===== config.mk =====
export PLATFORM = sky130hd
export DESIGN_NAME = mem_subsystem_top
export DESIGN_NICKNAME = d
export VERILOG_FILES = /design/src/hw/axi_pkg.sv /design/src/hw/mem_port_pkg.sv /design/src/hw/axi_request_arbiter.sv /design/src/hw/axi_response_router.sv /design/src/hw/mem_port_agent.sv /design/src/hw/mem_subsystem_top.sv
export SDC_FILE = /design/constraint.sdc
export NUM_CORES = 1
export LEC_CHECK = 0
export BUFFER_PORTS_ARGS = -buffer_cell sky130_fd_sc_hd__buf_2
export CAP_MARGIN = 0
export CORE_UTILIZATION = 53
export DETAILED_ROUTE_END_ITERATION = 8
export PLACE_DENSITY = 0.8
export SETUP_SLACK_MARGIN = 0.15
export SLEW_MARGIN = 15
export SYNTH_ARGS = -nofsm -noshare
export SYNTH_HDL_FRONTEND = slang
export SYNTH_SLANG_ARGS = --single-unit

===== constraint.sdc =====
create_clock -name clk_i -period 4.98 [get_ports clk_i]
set_clock_uncertainty 0.15 [all_clocks]
set_input_delay 0.498 -clock clk_i [delete_from_list [all_inputs] [get_ports clk_i]]
set_output_delay 0.498 -clock clk_i [all_outputs]
set_load 0.01 [all_outputs]

===== src/hw/axi_pkg.sv =====
package axi_pkg;

    // ***********************************************************
    // field widths of the AXI3 master
    // ***********************************************************
    localparam int unsigned ADDR_W = 32;
    localparam int unsigned DATA_W = 32;
    localparam int unsigned STRB_W = DATA_W / 8;   // one strobe per byte lane
    localparam int unsigned ID_W   = 4;            // carries the CPU port index

    // ***********************************************************
    // fixed burst encodings, every transfer is one beat
    // ***********************************************************
    localparam logic [3:0] AXLEN_SINGLE = 4'd0;    // len counts beats minus one
    localparam logic [2:0] AXSIZE_WORD  = 3'b010;  // log2 of four bytes per beat
    localparam logic [1:0] AXBURST_INCR = 2'b01;

endpackage


===== src/hw/mem_port_pkg.sv =====
package mem_port_pkg;

    // two CPU ports, port 0 fetches instructions and port 1 moves data
    localparam int unsigned NUM_PORTS = 2;
    localparam int unsigned PORT_W    = $clog2(NUM_PORTS);

    // request buffer per port inside the arbiter
    localparam int unsigned BUF_DEPTH = 2;
    localparam int unsigned BUF_PTR_W = $clog2(BUF_DEPTH);

    // a credit counter holds 0 up to BUF_DEPTH
    localparam int unsigned CREDIT_W  = $clog2(BUF_DEPTH + 1);

    // posted writes still waiting for their B response
    localparam int unsigned WR_CNT_W  = 3;

endpackage


===== src/hw/axi_request_arbiter.sv =====
module axi_request_arbiter (
    input  logic                                                   clk_i,
    input  logic                                                   rst_n_i,

    input  logic [mem_port_pkg::NUM_PORTS-1:0]                     push_i,
    input  logic [mem_port_pkg::NUM_PORTS-1:0][axi_pkg::STRB_W-1:0] push_wen_i,
    input  logic [mem_port_pkg::NUM_PORTS-1:0][axi_pkg::ADDR_W-1:0] push_addr_i,
    input  logic [mem_port_pkg::NUM_PORTS-1:0][axi_pkg::DATA_W-1:0] push_wdata_i,
    output logic [mem_port_pkg::NUM_PORTS-1:0]                     credit_o,

    output logic [axi_pkg::ID_W-1:0]                               arid_o,
    output logic [axi_pkg::ADDR_W-1:0]                             araddr_o,
    output logic                                                   arvalid_o,
    input  logic                                                   arready_i,

    output logic [axi_pkg::ID_W-1:0]                               awid_o,
    output logic [axi_pkg::ADDR_W-1:0]                             awaddr_o,
    output logic                                                   awvalid_o,
    input  logic                                                   awready_i,

    output logic [axi_pkg::ID_W-1:0]                               wid_o,
    output logic [axi_pkg::DATA_W-1:0]                             wdata_o,
    output logic [axi_pkg::STRB_W-1:0]                             wstrb_o,
    output logic                                                   wlast_o,
    output logic                                                   wvalid_o,
    input  logic                                                   wready_i
);

    import axi_pkg::*;
    import mem_port_pkg::*;

    // ***********************************************************
    // request buffers, one small FIFO per port
    // ***********************************************************
    logic [STRB_W-1:0]    buf_wen   [NUM_PORTS][BUF_DEPTH];
    logic [ADDR_W-1:0]    buf_addr  [NUM_PORTS][BUF_DEPTH];
    logic [DATA_W-1:0]    buf_wdata [NUM_PORTS][BUF_DEPTH];
    logic [BUF_PTR_W-1:0] wr_ptr    [NUM_PORTS];
    logic [BUF_PTR_W-1:0] rd_ptr    [NUM_PORTS];
    logic [CREDIT_W-1:0]  count     [NUM_PORTS];

    logic [PORT_W-1:0]    sel;      // round-robin owner of the AXI channels
    logic [PORT_W-1:0]    nxt;
    logic [PORT_W-1:0]    cand;
    logic                 aw_done;
    logic                 w_done;
    logic                 head_valid;
    logic                 head_rd;
    logic [STRB_W-1:0]    head_wen;
    logic [ADDR_W-1:0]    head_addr;
    logic                 pop;

    function automatic logic [BUF_PTR_W-1:0] next_ptr(input logic [BUF_PTR_W-1:0] ptr);
        return (ptr == BUF_PTR_W'(BUF_DEPTH - 1)) ? '0 : ptr + 1'b1;
    endfunction

    always_ff @(posedge clk_i) begin
        for (int p = 0; p < NUM_PORTS; p++) begin
            if (push_i[p]) begin
                buf_wen[p][wr_ptr[p]]   <= push_wen_i[p];
                buf_addr[p][wr_ptr[p]]  <= push_addr_i[p];
                buf_wdata[p][wr_ptr[p]] <= push_wdata_i[p];
            end
        end
    end

    // ***********************************************************
    // head of the selected port drives AR or AW plus W
    // ***********************************************************
    assign head_valid = (count[sel] != '0);
    assign head_wen   = buf_wen[sel][rd_ptr[sel]];
    assign head_rd    = (head_wen == '0);
    // clear the byte offset below the beat size
    assign head_addr  = buf_addr[sel][rd_ptr[sel]] & ~((ADDR_W'(1) << AXSIZE_WORD) - 1'b1);

    assign arvalid_o = head_valid && head_rd;
    assign arid_o    = ID_W'(sel);
    assign araddr_o  = head_addr;

    assign awvalid_o = head_valid && !head_rd && !aw_done;
    assign awid_o    = ID_W'(sel);
    assign awaddr_o  = head_addr;

    assign wvalid_o  = head_valid && !head_rd && !w_done;
    assign wid_o     = ID_W'(sel);
    assign wdata_o   = buf_wdata[sel][rd_ptr[sel]];
    assign wstrb_o   = head_wen;
    assign wlast_o   = (AXLEN_SINGLE == '0);  // single beat, so the first beat is the last

    // AW and W may finish in either order
    assign pop = head_valid && (head_rd ? arready_i
                                        : ((aw_done || awready_i) && (w_done || wready_i)));

    assign credit_o = pop ? (NUM_PORTS'(1) << sel) : '0;

    always_comb begin
        nxt  = sel;
        cand = sel;
        // walk backwards so the closest non-empty port wins
        for (int k = NUM_PORTS - 1; k >= 1; k--) begin
            cand = PORT_W'((int'(sel) + k) % NUM_PORTS);
            if (count[cand] != '0) begin
                nxt = cand;
            end
        end
    end

    always_ff @(posedge clk_i) begin
        if (!rst_n_i) begin
            for (int p = 0; p < NUM_PORTS; p++) begin
                wr_ptr[p] <= '0;
                rd_ptr[p] <= '0;
                count[p]  <= '0;
            end
            sel     <= '0;
            aw_done <= 1'b0;
            w_done  <= 1'b0;
        end else begin
            for (int p = 0; p < NUM_PORTS; p++) begin
                if (push_i[p]) begin
                    wr_ptr[p] <= next_ptr(wr_ptr[p]);
                end
                if (credit_o[p]) begin
                    rd_ptr[p] <= next_ptr(rd_ptr[p]);
                end
                count[p] <= count[p] + CREDIT_W'(push_i[p]) - CREDIT_W'(credit_o[p]);
            end
            if (pop || !head_valid) begin
                sel <= nxt;  // never moves while a valid is up
            end
            aw_done <= !pop && (aw_done || (awvalid_o && awready_i));
            w_done  <= !pop && (w_done || (wvalid_o && wready_i));
        end
    end

endmodule


===== src/hw/axi_response_router.sv =====
module axi_response_router #(
    parameter int unsigned N_PORTS = 2
) (
    input  logic                                     clk_i,
    input  logic                                     rst_n_i,

    input  logic [axi_pkg::ID_W-1:0]                 rid_i,
    input  logic [axi_pkg::DATA_W-1:0]               rdata_i,
    input  logic                                     rvalid_i,
    output logic                                     rready_o,

    input  logic [axi_pkg::ID_W-1:0]                 bid_i,
    input  logic                                     bvalid_i,
    output logic                                     bready_o,

    output logic [N_PORTS-1:0]                       rsp_rvalid_o,
    output logic [N_PORTS-1:0][axi_pkg::DATA_W-1:0]  rsp_rdata_o,
    output logic [N_PORTS-1:0]                       rsp_bvalid_o
);

    import axi_pkg::*;

    // agents never refuse a response once out of reset
    assign rready_o = rst_n_i;
    assign bready_o = rst_n_i;

    always_ff @(posedge clk_i) begin
        if (!rst_n_i) begin
            rsp_rvalid_o <= '0;
            rsp_bvalid_o <= '0;
        end else begin
            // an ID outside the port range matches no port and is dropped
            for (int p = 0; p < N_PORTS; p++) begin
                rsp_rvalid_o[p] <= rvalid_i && rready_o && (rid_i == ID_W'(p));
                rsp_bvalid_o[p] <= bvalid_i && bready_o && (bid_i == ID_W'(p));
            end
        end
    end

    // read data is captured only by the port that owns the beat
    always_ff @(posedge clk_i) begin
        for (int p = 0; p < N_PORTS; p++) begin
            if (rvalid_i && rready_o && (rid_i == ID_W'(p))) begin
                rsp_rdata_o[p] <= rdata_i;
            end
        end
    end

endmodule


===== src/hw/mem_port_agent.sv =====
module mem_port_agent (
    input  logic                       clk_i,
    input  logic                       rst_n_i,

    input  logic                       cpu_req_i,
    input  logic [axi_pkg::STRB_W-1:0] cpu_wen_i,
    input  logic [axi_pkg::ADDR_W-1:0] cpu_addr_i,
    input  logic [axi_pkg::DATA_W-1:0] cpu_wdata_i,
    output logic                       cpu_done_o,
    output logic [axi_pkg::DATA_W-1:0] cpu_rdata_o,

    output logic                       push_o,
    output logic [axi_pkg::STRB_W-1:0] push_wen_o,
    output logic [axi_pkg::ADDR_W-1:0] push_addr_o,
    output logic [axi_pkg::DATA_W-1:0] push_wdata_o,
    input  logic                       credit_i,

    input  logic                       rsp_rvalid_i,
    input  logic [axi_pkg::DATA_W-1:0] rsp_rdata_i,
    input  logic                       rsp_bvalid_i
);

    import axi_pkg::*;
    import mem_port_pkg::*;

    logic [CREDIT_W-1:0] credits;
    logic [WR_CNT_W-1:0] wr_pend;   // posted writes not yet answered on B
    logic                rd_busy;
    logic                issued;    // current CPU request already handed over
    logic                wr_done_q;
    logic                is_read;
    logic                order_ok;

    assign is_read = (cpu_wen_i == '0);

    // a read waits for all earlier writes, a write only for room in the counter
    assign order_ok = is_read ? (wr_pend == '0) : (wr_pend != '1);

    assign push_o = cpu_req_i && !issued && !rd_busy && (credits != '0) && order_ok;

    assign push_wen_o   = cpu_wen_i;
    assign push_addr_o  = cpu_addr_i;
    assign push_wdata_o = cpu_wdata_i;

    // writes are posted, reads end with the routed R pulse
    assign cpu_done_o  = wr_done_q || (rd_busy && rsp_rvalid_i);
    assign cpu_rdata_o = rsp_rdata_i;

    always_ff @(posedge clk_i) begin
        if (!rst_n_i) begin
            credits   <= CREDIT_W'(BUF_DEPTH);
            wr_pend   <= '0;
            rd_busy   <= 1'b0;
            issued    <= 1'b0;
            wr_done_q <= 1'b0;
        end else begin
            credits   <= credits - CREDIT_W'(push_o) + CREDIT_W'(credit_i);
            wr_pend   <= wr_pend + WR_CNT_W'(push_o && !is_read) - WR_CNT_W'(rsp_bvalid_i);
            wr_done_q <= push_o && !is_read;

            if (push_o && is_read) begin
                rd_busy <= 1'b1;
            end else if (rsp_rvalid_i) begin
                rd_busy <= 1'b0;
            end

            // the CPU still holds the request in the done cycle
            if (push_o) begin
                issued <= 1'b1;
            end else if (cpu_done_o) begin
                issued <= 1'b0;
            end
        end
    end

endmodule


===== src/hw/mem_subsystem_top.sv =====
module mem_subsystem_top (
    input  logic                                                   clk_i,
    input  logic                                                   rst_n_i,

    // CPU ports, index 0 fetches and index 1 is data
    input  logic [mem_port_pkg::NUM_PORTS-1:0]                     cpu_req_i,
    input  logic [mem_port_pkg::NUM_PORTS-1:0][axi_pkg::STRB_W-1:0] cpu_wen_i,
    input  logic [mem_port_pkg::NUM_PORTS-1:0][axi_pkg::ADDR_W-1:0] cpu_addr_i,
    input  logic [mem_port_pkg::NUM_PORTS-1:0][axi_pkg::DATA_W-1:0] cpu_wdata_i,
    output logic [mem_port_pkg::NUM_PORTS-1:0]                     cpu_done_o,
    output logic [mem_port_pkg::NUM_PORTS-1:0][axi_pkg::DATA_W-1:0] cpu_rdata_o,

    output logic [axi_pkg::ID_W-1:0]                               arid_o,
    output logic [axi_pkg::ADDR_W-1:0]                             araddr_o,
    output logic                                                   arvalid_o,
    input  logic                                                   arready_i,

    input  logic [axi_pkg::ID_W-1:0]                               rid_i,
    input  logic [axi_pkg::DATA_W-1:0]                             rdata_i,
    input  logic [1:0]                                             rresp_i,
    input  logic                                                   rlast_i,
    input  logic                                                   rvalid_i,
    output logic                                                   rready_o,

    output logic [axi_pkg::ID_W-1:0]                               awid_o,
    output logic [axi_pkg::ADDR_W-1:0]                             awaddr_o,
    output logic                                                   awvalid_o,
    input  logic                                                   awready_i,

    output logic [axi_pkg::ID_W-1:0]                               wid_o,
    output logic [axi_pkg::DATA_W-1:0]                             wdata_o,
    output logic [axi_pkg::STRB_W-1:0]                             wstrb_o,
    output logic                                                   wlast_o,
    output logic                                                   wvalid_o,
    input  logic                                                   wready_i,

    input  logic [axi_pkg::ID_W-1:0]                               bid_i,
    input  logic [1:0]                                             bresp_i,
    input  logic                                                   bvalid_i,
    output logic                                                   bready_o
);

    import axi_pkg::*;
    import mem_port_pkg::*;

    logic [NUM_PORTS-1:0]             push;
    logic [NUM_PORTS-1:0][STRB_W-1:0] push_wen;
    logic [NUM_PORTS-1:0][ADDR_W-1:0] push_addr;
    logic [NUM_PORTS-1:0][DATA_W-1:0] push_wdata;
    logic [NUM_PORTS-1:0]             credit;
    logic [NUM_PORTS-1:0]             rsp_rvalid;
    logic [NUM_PORTS-1:0][DATA_W-1:0] rsp_rdata;
    logic [NUM_PORTS-1:0]             rsp_bvalid;

    axi_response_router #(.N_PORTS(NUM_PORTS)) u_router (
        .clk_i        (clk_i),
        .rst_n_i      (rst_n_i),
        .rid_i        (rid_i),
        .rdata_i      (rdata_i),
        .rvalid_i     (rvalid_i),
        .rready_o     (rready_o),
        .bid_i        (bid_i),
        .bvalid_i     (bvalid_i),
        .bready_o     (bready_o),
        .rsp_rvalid_o (rsp_rvalid),
        .rsp_rdata_o  (rsp_rdata),
        .rsp_bvalid_o (rsp_bvalid)
    );

    for (genvar p = 0; p < NUM_PORTS; p++) begin : g_port
        mem_port_agent u_agent (
            .clk_i        (clk_i),
            .rst_n_i      (rst_n_i),
            .cpu_req_i    (cpu_req_i[p]),
            .cpu_wen_i    (cpu_wen_i[p]),
            .cpu_addr_i   (cpu_addr_i[p]),
            .cpu_wdata_i  (cpu_wdata_i[p]),
            .cpu_done_o   (cpu_done_o[p]),
            .cpu_rdata_o  (cpu_rdata_o[p]),
            .push_o       (push[p]),
            .push_wen_o   (push_wen[p]),
            .push_addr_o  (push_addr[p]),
            .push_wdata_o (push_wdata[p]),
            .credit_i     (credit[p]),
            .rsp_rvalid_i (rsp_rvalid[p]),
            .rsp_rdata_i  (rsp_rdata[p]),
            .rsp_bvalid_i (rsp_bvalid[p])
        );
    end

    axi_request_arbiter u_arbiter (
        .clk_i        (clk_i),
        .rst_n_i      (rst_n_i),
        .push_i       (push),
        .push_wen_i   (push_wen),
        .push_addr_i  (push_addr),
        .push_wdata_i (push_wdata),
        .credit_o     (credit),
        .arid_o       (arid_o),
        .araddr_o     (araddr_o),
        .arvalid_o    (arvalid_o),
        .arready_i    (arready_i),
        .awid_o       (awid_o),
        .awaddr_o     (awaddr_o),
        .awvalid_o    (awvalid_o),
        .awready_i    (awready_i),
        .wid_o        (wid_o),
        .wdata_o      (wdata_o),
        .wstrb_o      (wstrb_o),
        .wlast_o      (wlast_o),
        .wvalid_o     (wvalid_o),
        .wready_i     (wready_i)
    );

endmodule


# Word-level counts from Yosys, hierarchy flattened
# Memories as Yosys holds them, arrays and structs flattened. A register that Yosys moved wholly into a read port is not among the register bits.
# Index checks and enable logic that the tools add are counted.
[word_totals]
output_inout_bits = 184
n_memories = 6
register_bits = 87
input_bits = 190
elab_cells = 192
ram_bits = 280
[mem_list]
columns = ["memory", "words", "width", "read_ports", "rd_ports_with_merged_regs", "write_ports", "line", "source"]
rows = [
  ["u_arbiter.buf_addr", 2, 64, 1, 1, 2, "axi_request_arbiter.sv:36", "logic [ADDR_W-1:0] buf_addr [NUM_PORTS][BUF_DEPTH];"],
  ["u_arbiter.buf_wdata", 2, 64, 1, 1, 2, "axi_request_arbiter.sv:37", "logic [DATA_W-1:0] buf_wdata [NUM_PORTS][BUF_DEPTH];"],
  ["u_arbiter.buf_wen", 2, 8, 1, 1, 2, "axi_request_arbiter.sv:35", "logic [STRB_W-1:0] buf_wen [NUM_PORTS][BUF_DEPTH];"],
  ["u_arbiter.count", 2, 2, 4, 1, 2, "axi_request_arbiter.sv:40", "logic [CREDIT_W-1:0] count [NUM_PORTS];"],
  ["u_arbiter.rd_ptr", 2, 1, 3, 1, 2, "axi_request_arbiter.sv:39", "logic [BUF_PTR_W-1:0] rd_ptr [NUM_PORTS];"],
  ["u_arbiter.wr_ptr", 2, 1, 2, 0, 2, "axi_request_arbiter.sv:38", "logic [BUF_PTR_W-1:0] wr_ptr [NUM_PORTS];"],
]
[classes]
reduce_logical = 66
n_addsub = 17
n_bitwise = 9
n_shift = 1
n_mux = 67
magnitude_cmp = 5
n_eq_ne = 4
[op_table]
columns = ["op", "n"]
rows = [
  ["two-way mux 32 bit", 8],
  ["two-way mux 64 bit", 2],
  ["demux 32 bit (select 1 bit)", 2],
  ["two-way mux 1 bit", 43],
  ["logical AND 1 bit", 32],
  ["zero test 4 bit", 5],
  ["two-way mux 4 bit", 5],
  ["two-way mux 8 bit", 2],
  ["nonzero test 2 bit", 8],
  ["zero test 1 bit", 11],
  ["adder 2 x 1 -> 2 bit", 4],
  ["demux 4 bit (select 1 bit)", 2],
  ["== test 4 x 1 -> 1 bit (second input constant)", 2],
  ["subtractor 2 x 1 -> 2 bit", 4],
  ["logical OR 1 bit", 7],
  ["adder 3 x 1 -> 3 bit", 2],
  ["greater-or-equal comparator 2 bit (second input constant)", 3],
  ["zero test 3 bit", 2],
  ["two-way mux 2 bit", 3],
  ["!= test 3 bit (second input constant)", 2],
  ["inverter 1 -> 2 bit", 3],
  ["OR 1 bit", 6],
  ["subtractor 3 x 1 -> 3 bit", 2],
  ["adder 1 bit (second input constant)", 5],
  ["other kinds (3)", 4],
]

# Longest topological paths before layout
[depth]
depth_word = 12
depth_mapped = 12
ltp_nobuf = 11

# Cells and area by module
# A second synthesis with hierarchy kept.
[unflattened]
cells_unflattened = 1071
hier_area_um2 = 15541.2
[modules_own_cells]
columns = ["mod", "cells_each", "instances", "seq_area_each_um2", "area_each_um2"]
rows = [
  ["axi_request_arbiter", 695, 1, 8207.9, 11090.6],
  ["mem_port_agent", 148, 2, 160.2, 1183.6],
  ["axi_response_router", 80, 1, 2001.9, 2083.2],
]

# Least setup slack after synthesis
# OpenSTA, ideal clock, no wires.
[synth_path]
path_kind = "reg2reg"
start = "register g_port[1].u_agent.wr_pend[0]"
end = "memory u_arbiter.buf_addr[1][34] (netlist name), enable pin"
t_arrival_ns = 3.898
required_ns = 4.332
period_less_slack_ns = 4.546
stages_incl_launch_ff = 5
n_path_buf = 0
setup_ns = 0.498
setup_slack_ns = 0.434
path_cell_list = "dfxtp_1 or2_2 a21oi_1 o21ba_2 nor2b_1"
[synth_rtl]
columns = ["element", "line", "source"]
rows = [
  ["start: declaration", "mem_port_agent.sv:27", "logic [WR_CNT_W-1:0] wr_pend;"],
  ["start signal: assignment", "mem_port_agent.sv:58", "wr_pend <= wr_pend + WR_CNT_W'(push_o && !is_read) - WR_CNT_W'(rsp_bvalid_i);"],
  ["end: declaration", "axi_request_arbiter.sv:36", ""],
]

==> key figures <==
Power
  – Switching share of power: 0.313
  – Static leakage: roughly 6.4 nW
  – Total power: 9.03 mW
  – Internal power: 6.21 mW
  – Power Density: 532 nW/um^2
  – Logic pwr share: 0.279
  – Net switching power: 2.82 mW
  – Reg power frac: 0.438
  – Clk pwr share: 0.283
  – Worst vdd ir: 0.367 mV

Setup path
  – Worst Setup Start Kind: flop
  – CP Launch Point: u_arbiter.rd_ptr[1]$_SDFFCE_PP0P_
  – Critical Path RT: around 4.3 ns
  – Crit-path max FO: 59
  – Critical path type: flop to output pin
  – R2r startpoint: g_port[1].u_agent.wr_pend[0]$_SDFF_PN0_
  – Data arrival time of the worst path: roughly 2.5 ns
  – Crit. End Element: output pin

Synth
  – Top-count cell post-synth: edfxtp_1
  – Seq/Total Area, Yosys: 0.749
  – Synth unique cells: 52
  – Fraction of registers with async set/reset: 0
  – Mapped cell area: between 10000 and 15000 sq um
  – Area fraction of the dominant cell type after synthesis: 0.709
  – Post-synth EDFFs: about 330
  – Synth top cells by count: edfxtp_1, a21oi_1, nor2b_1, a211oi_1, mux2i_1
  – Synth Flop Type: edfxtp_1
  – Synth Register Bits: 360
  – Cell taking the most area after synthesis: edfxtp_1
  – YS warnings: 0
  – Post-Synthesis Cells: 875
  – Avg Inst Size Synth: 16.1 sq um
  – Top cells by area, synth: edfxtp_1, mux2i_1, dfxtp_1, a211oi_1, nor2b_1

Global routing
  – Largest net degree at the start of global routing: 73
  – Met2 Track Usage GR: 0.388
  – First-pass GRT wire length: 43400 um
  – GR Util met1: 0.240
  – Vias in the first global route: 8368
  – Initial antenna violation count: 4
  – Met3 GRT Util: 0.0648
  – Total gr overflow: 0
  – Most used routing layer: met2
  – Global Route Usage Sum: 0.213

Timing
  – Max Slew Vio Count: 0
  – Minimum clock period: 3.15 ns
  – Final setup fails: 0
  – Setup TNS: 0 ns
  – Worst slew pin tran: 1.07 ns
  – Peak Freq: 318 MHz
  – Final hold slack: 0.0252 ns
  – Max transition margin: 0.285
  – Final Cycle Share: 0.632
  – Unrepaired setup endpoints after global routing: false
  – Setup ws final: 1.83 ns
  – Final Hold Vio Count: 0

Cells and area
  – Layout area overhead: 20.6%
  – Layout Nets: about 1400
  – Layout cell share with drive strength beyond 1: 0.352
  – Design Area, Final: 17000 sq um

CTS
  – Root Buffer Master: clkbuf_16
  – Clock transition at path regs: 0.06 ns
  – Hold_buf cts: 0
  – CTS tree: done
  – Clock Tree Buf Depth: 3
  – Post-CTS Setup Bufs: 0
  – # resized after CTS: 0
  – CTS Sinks: 360
  – TritonCTS buffer count: 37
  – H-Tree Depth: 2
  – Clk Latency, worst-skew pair: slightly above 0.5 ns

Place
  – Placed Area: 15800 sq um
  – Final GP Congestion: ~0.82
  – Pre-CTS setup slack: ~1.7 ns
  – Hpwl dp: 20000 um
  – Port Buf Inserts: 350

Floorplanning
  – Die H: 165 um
  – Die area: 27200 sq um
  – Top-level I/O count: 374
  – Core area: ~26000 sq um
  – Rows: 59
  – Initial core utilization: 0.540
  – Die width: approximately 160 um

Route
  – Drt via density: 5.32
  – Detailed Routing Iterations Pass 1: 4
  – Post-route DRC: 0
  – First DRT Iteration DRCs: ~540
  – Via count: 8291
  – WL final: 30000 um
  – Post-DR wirelength/cell: 19.3 um
  – Post-route ant nets: 0

Job
  – Max_cap viols: 0

Hold path
  – Hold WC Path Type: primary input to flop
  – Hold Crit Start: cpu_wdata_i[45]

Status
  – Status: finished, final reports clean
==> cells by family (layout without fill, tap and decap cells) <==
group,after synthesis,count (layout),synth area share
muxes,66,66,0.0470
DFF,360,360,0.749
other,2,17,0.000534
xor gates and xnor gates,12,12,0.00747
AOI/OAI and AO/OA,166,166,0.0756
buffers and inverters,108,441,0.0439
adders and majority gates,13,13,0.0126
and+or+nand+nor,148,148,0.0643
==> stage by stage <==
| stage | utilization | instances |
|---|---|---|
| 6_report | 0.651 | 1558 |
| 3_5_place_dp | 0.608 | 1489 |
| 5_1_grt | 0.651 | 1556 |
| 3_3_place_gp | 0.608 | 1489 |
| 4_1_cts | 0.651 | 1555 |
| 2_1_floorplan | - | 887 |
==> sequential cells by signal, summed over array words and instances, names as in the netlist, 4 cells and up, named ones only <==
| signal | count |
|---|---|
| g_port.u_agent.wr_pend | 6 |
| u_arbiter.count | 4 |
| g_port.u_agent.credits | 4 |
| u_arbiter.buf_wen | 16 |
| u_arbiter.buf_addr | 120 |
| u_arbiter.buf_wdata | 128 |
| u_router.rsp_rdata_o | 64 |
==> layout make-up <==
class	count	area [sq um]
antenna	3	7.51
timing repair buffer	359	1830
clock inverter	16	108
inverter	16	60.1
clock buffer	50	1020
fill	1850	9090
tap	335	419
sequential	360	10500
multi-input combinational	419	2990
==> metal layers <==
layer / routed length, um / vias up
met5: 27 / -
met4: 576 / 4
met3: 2690 / 51
met2: 15600 / 350
met1: 11100 / 3981
li1: - / 3905
==> worst paths after layout <==
path | cells past startpoint | slack, ns | endpoint
min | 1 | 0.03 | u_arbiter.buf_wdata[1][45]$_DFFE_PP_
min reg2reg | 2 | 0.31 | g_port[0].u_agent.issued$_SDFFE_PN0P_
max reg2reg | 5 | 1.85 | u_arbiter.buf_addr[1][57]$_DFFE_PP_
max | 4 | 1.83 | awaddr_o[17]
==> power by group through the flow <==
stage                     registers [mW]  logic [mW]  clock network [mW]
final                               3.95        2.52                2.56
after global placement              3.99        2.49                   0
after CTS                           3.96        2.56                2.60
after floorplan                     3.98        1.79                   0
after global routing                3.99        2.81                2.72
after detailed placement            4.01        2.55                   0
==> layout by cell type, fill, tap and decap left out, types with 3 or more instances in the layout <==
cell type	Yosys	layout
a21oi_1	77	77
nor4_1	3	3
inv_1	16	16
and2_1	14	12
ha_1	11	11
xor2_1	5	5
buf_4	51	8
xnor2_1	7	7
mux2i_1	66	66
conb_1	2	14
nor2_1	23	22
o21ai_1	4	4
nand2_1	12	12
clkinv_1	0	7
nor3_1	7	7
nor2b_1	70	68
dfxtp_1	28	27
buf_2	10	350
clkinv_2	0	5
clkbuf_1	27	11
a31oi_1	3	3
clkbuf_16	0	39
diode_2	0	3
edfxtp_1	332	332
a211oi_1	66	66
==> worst max-delay path, stage by stage (launching register included) <==
cell and delay (ns):
edfxtp_1 0.76, buf_12 0.45, mux2i_1 0.14, a21oi_1 0.37
buf_2 0.21
Note: power is estimated with default switching activity, not from simulation.
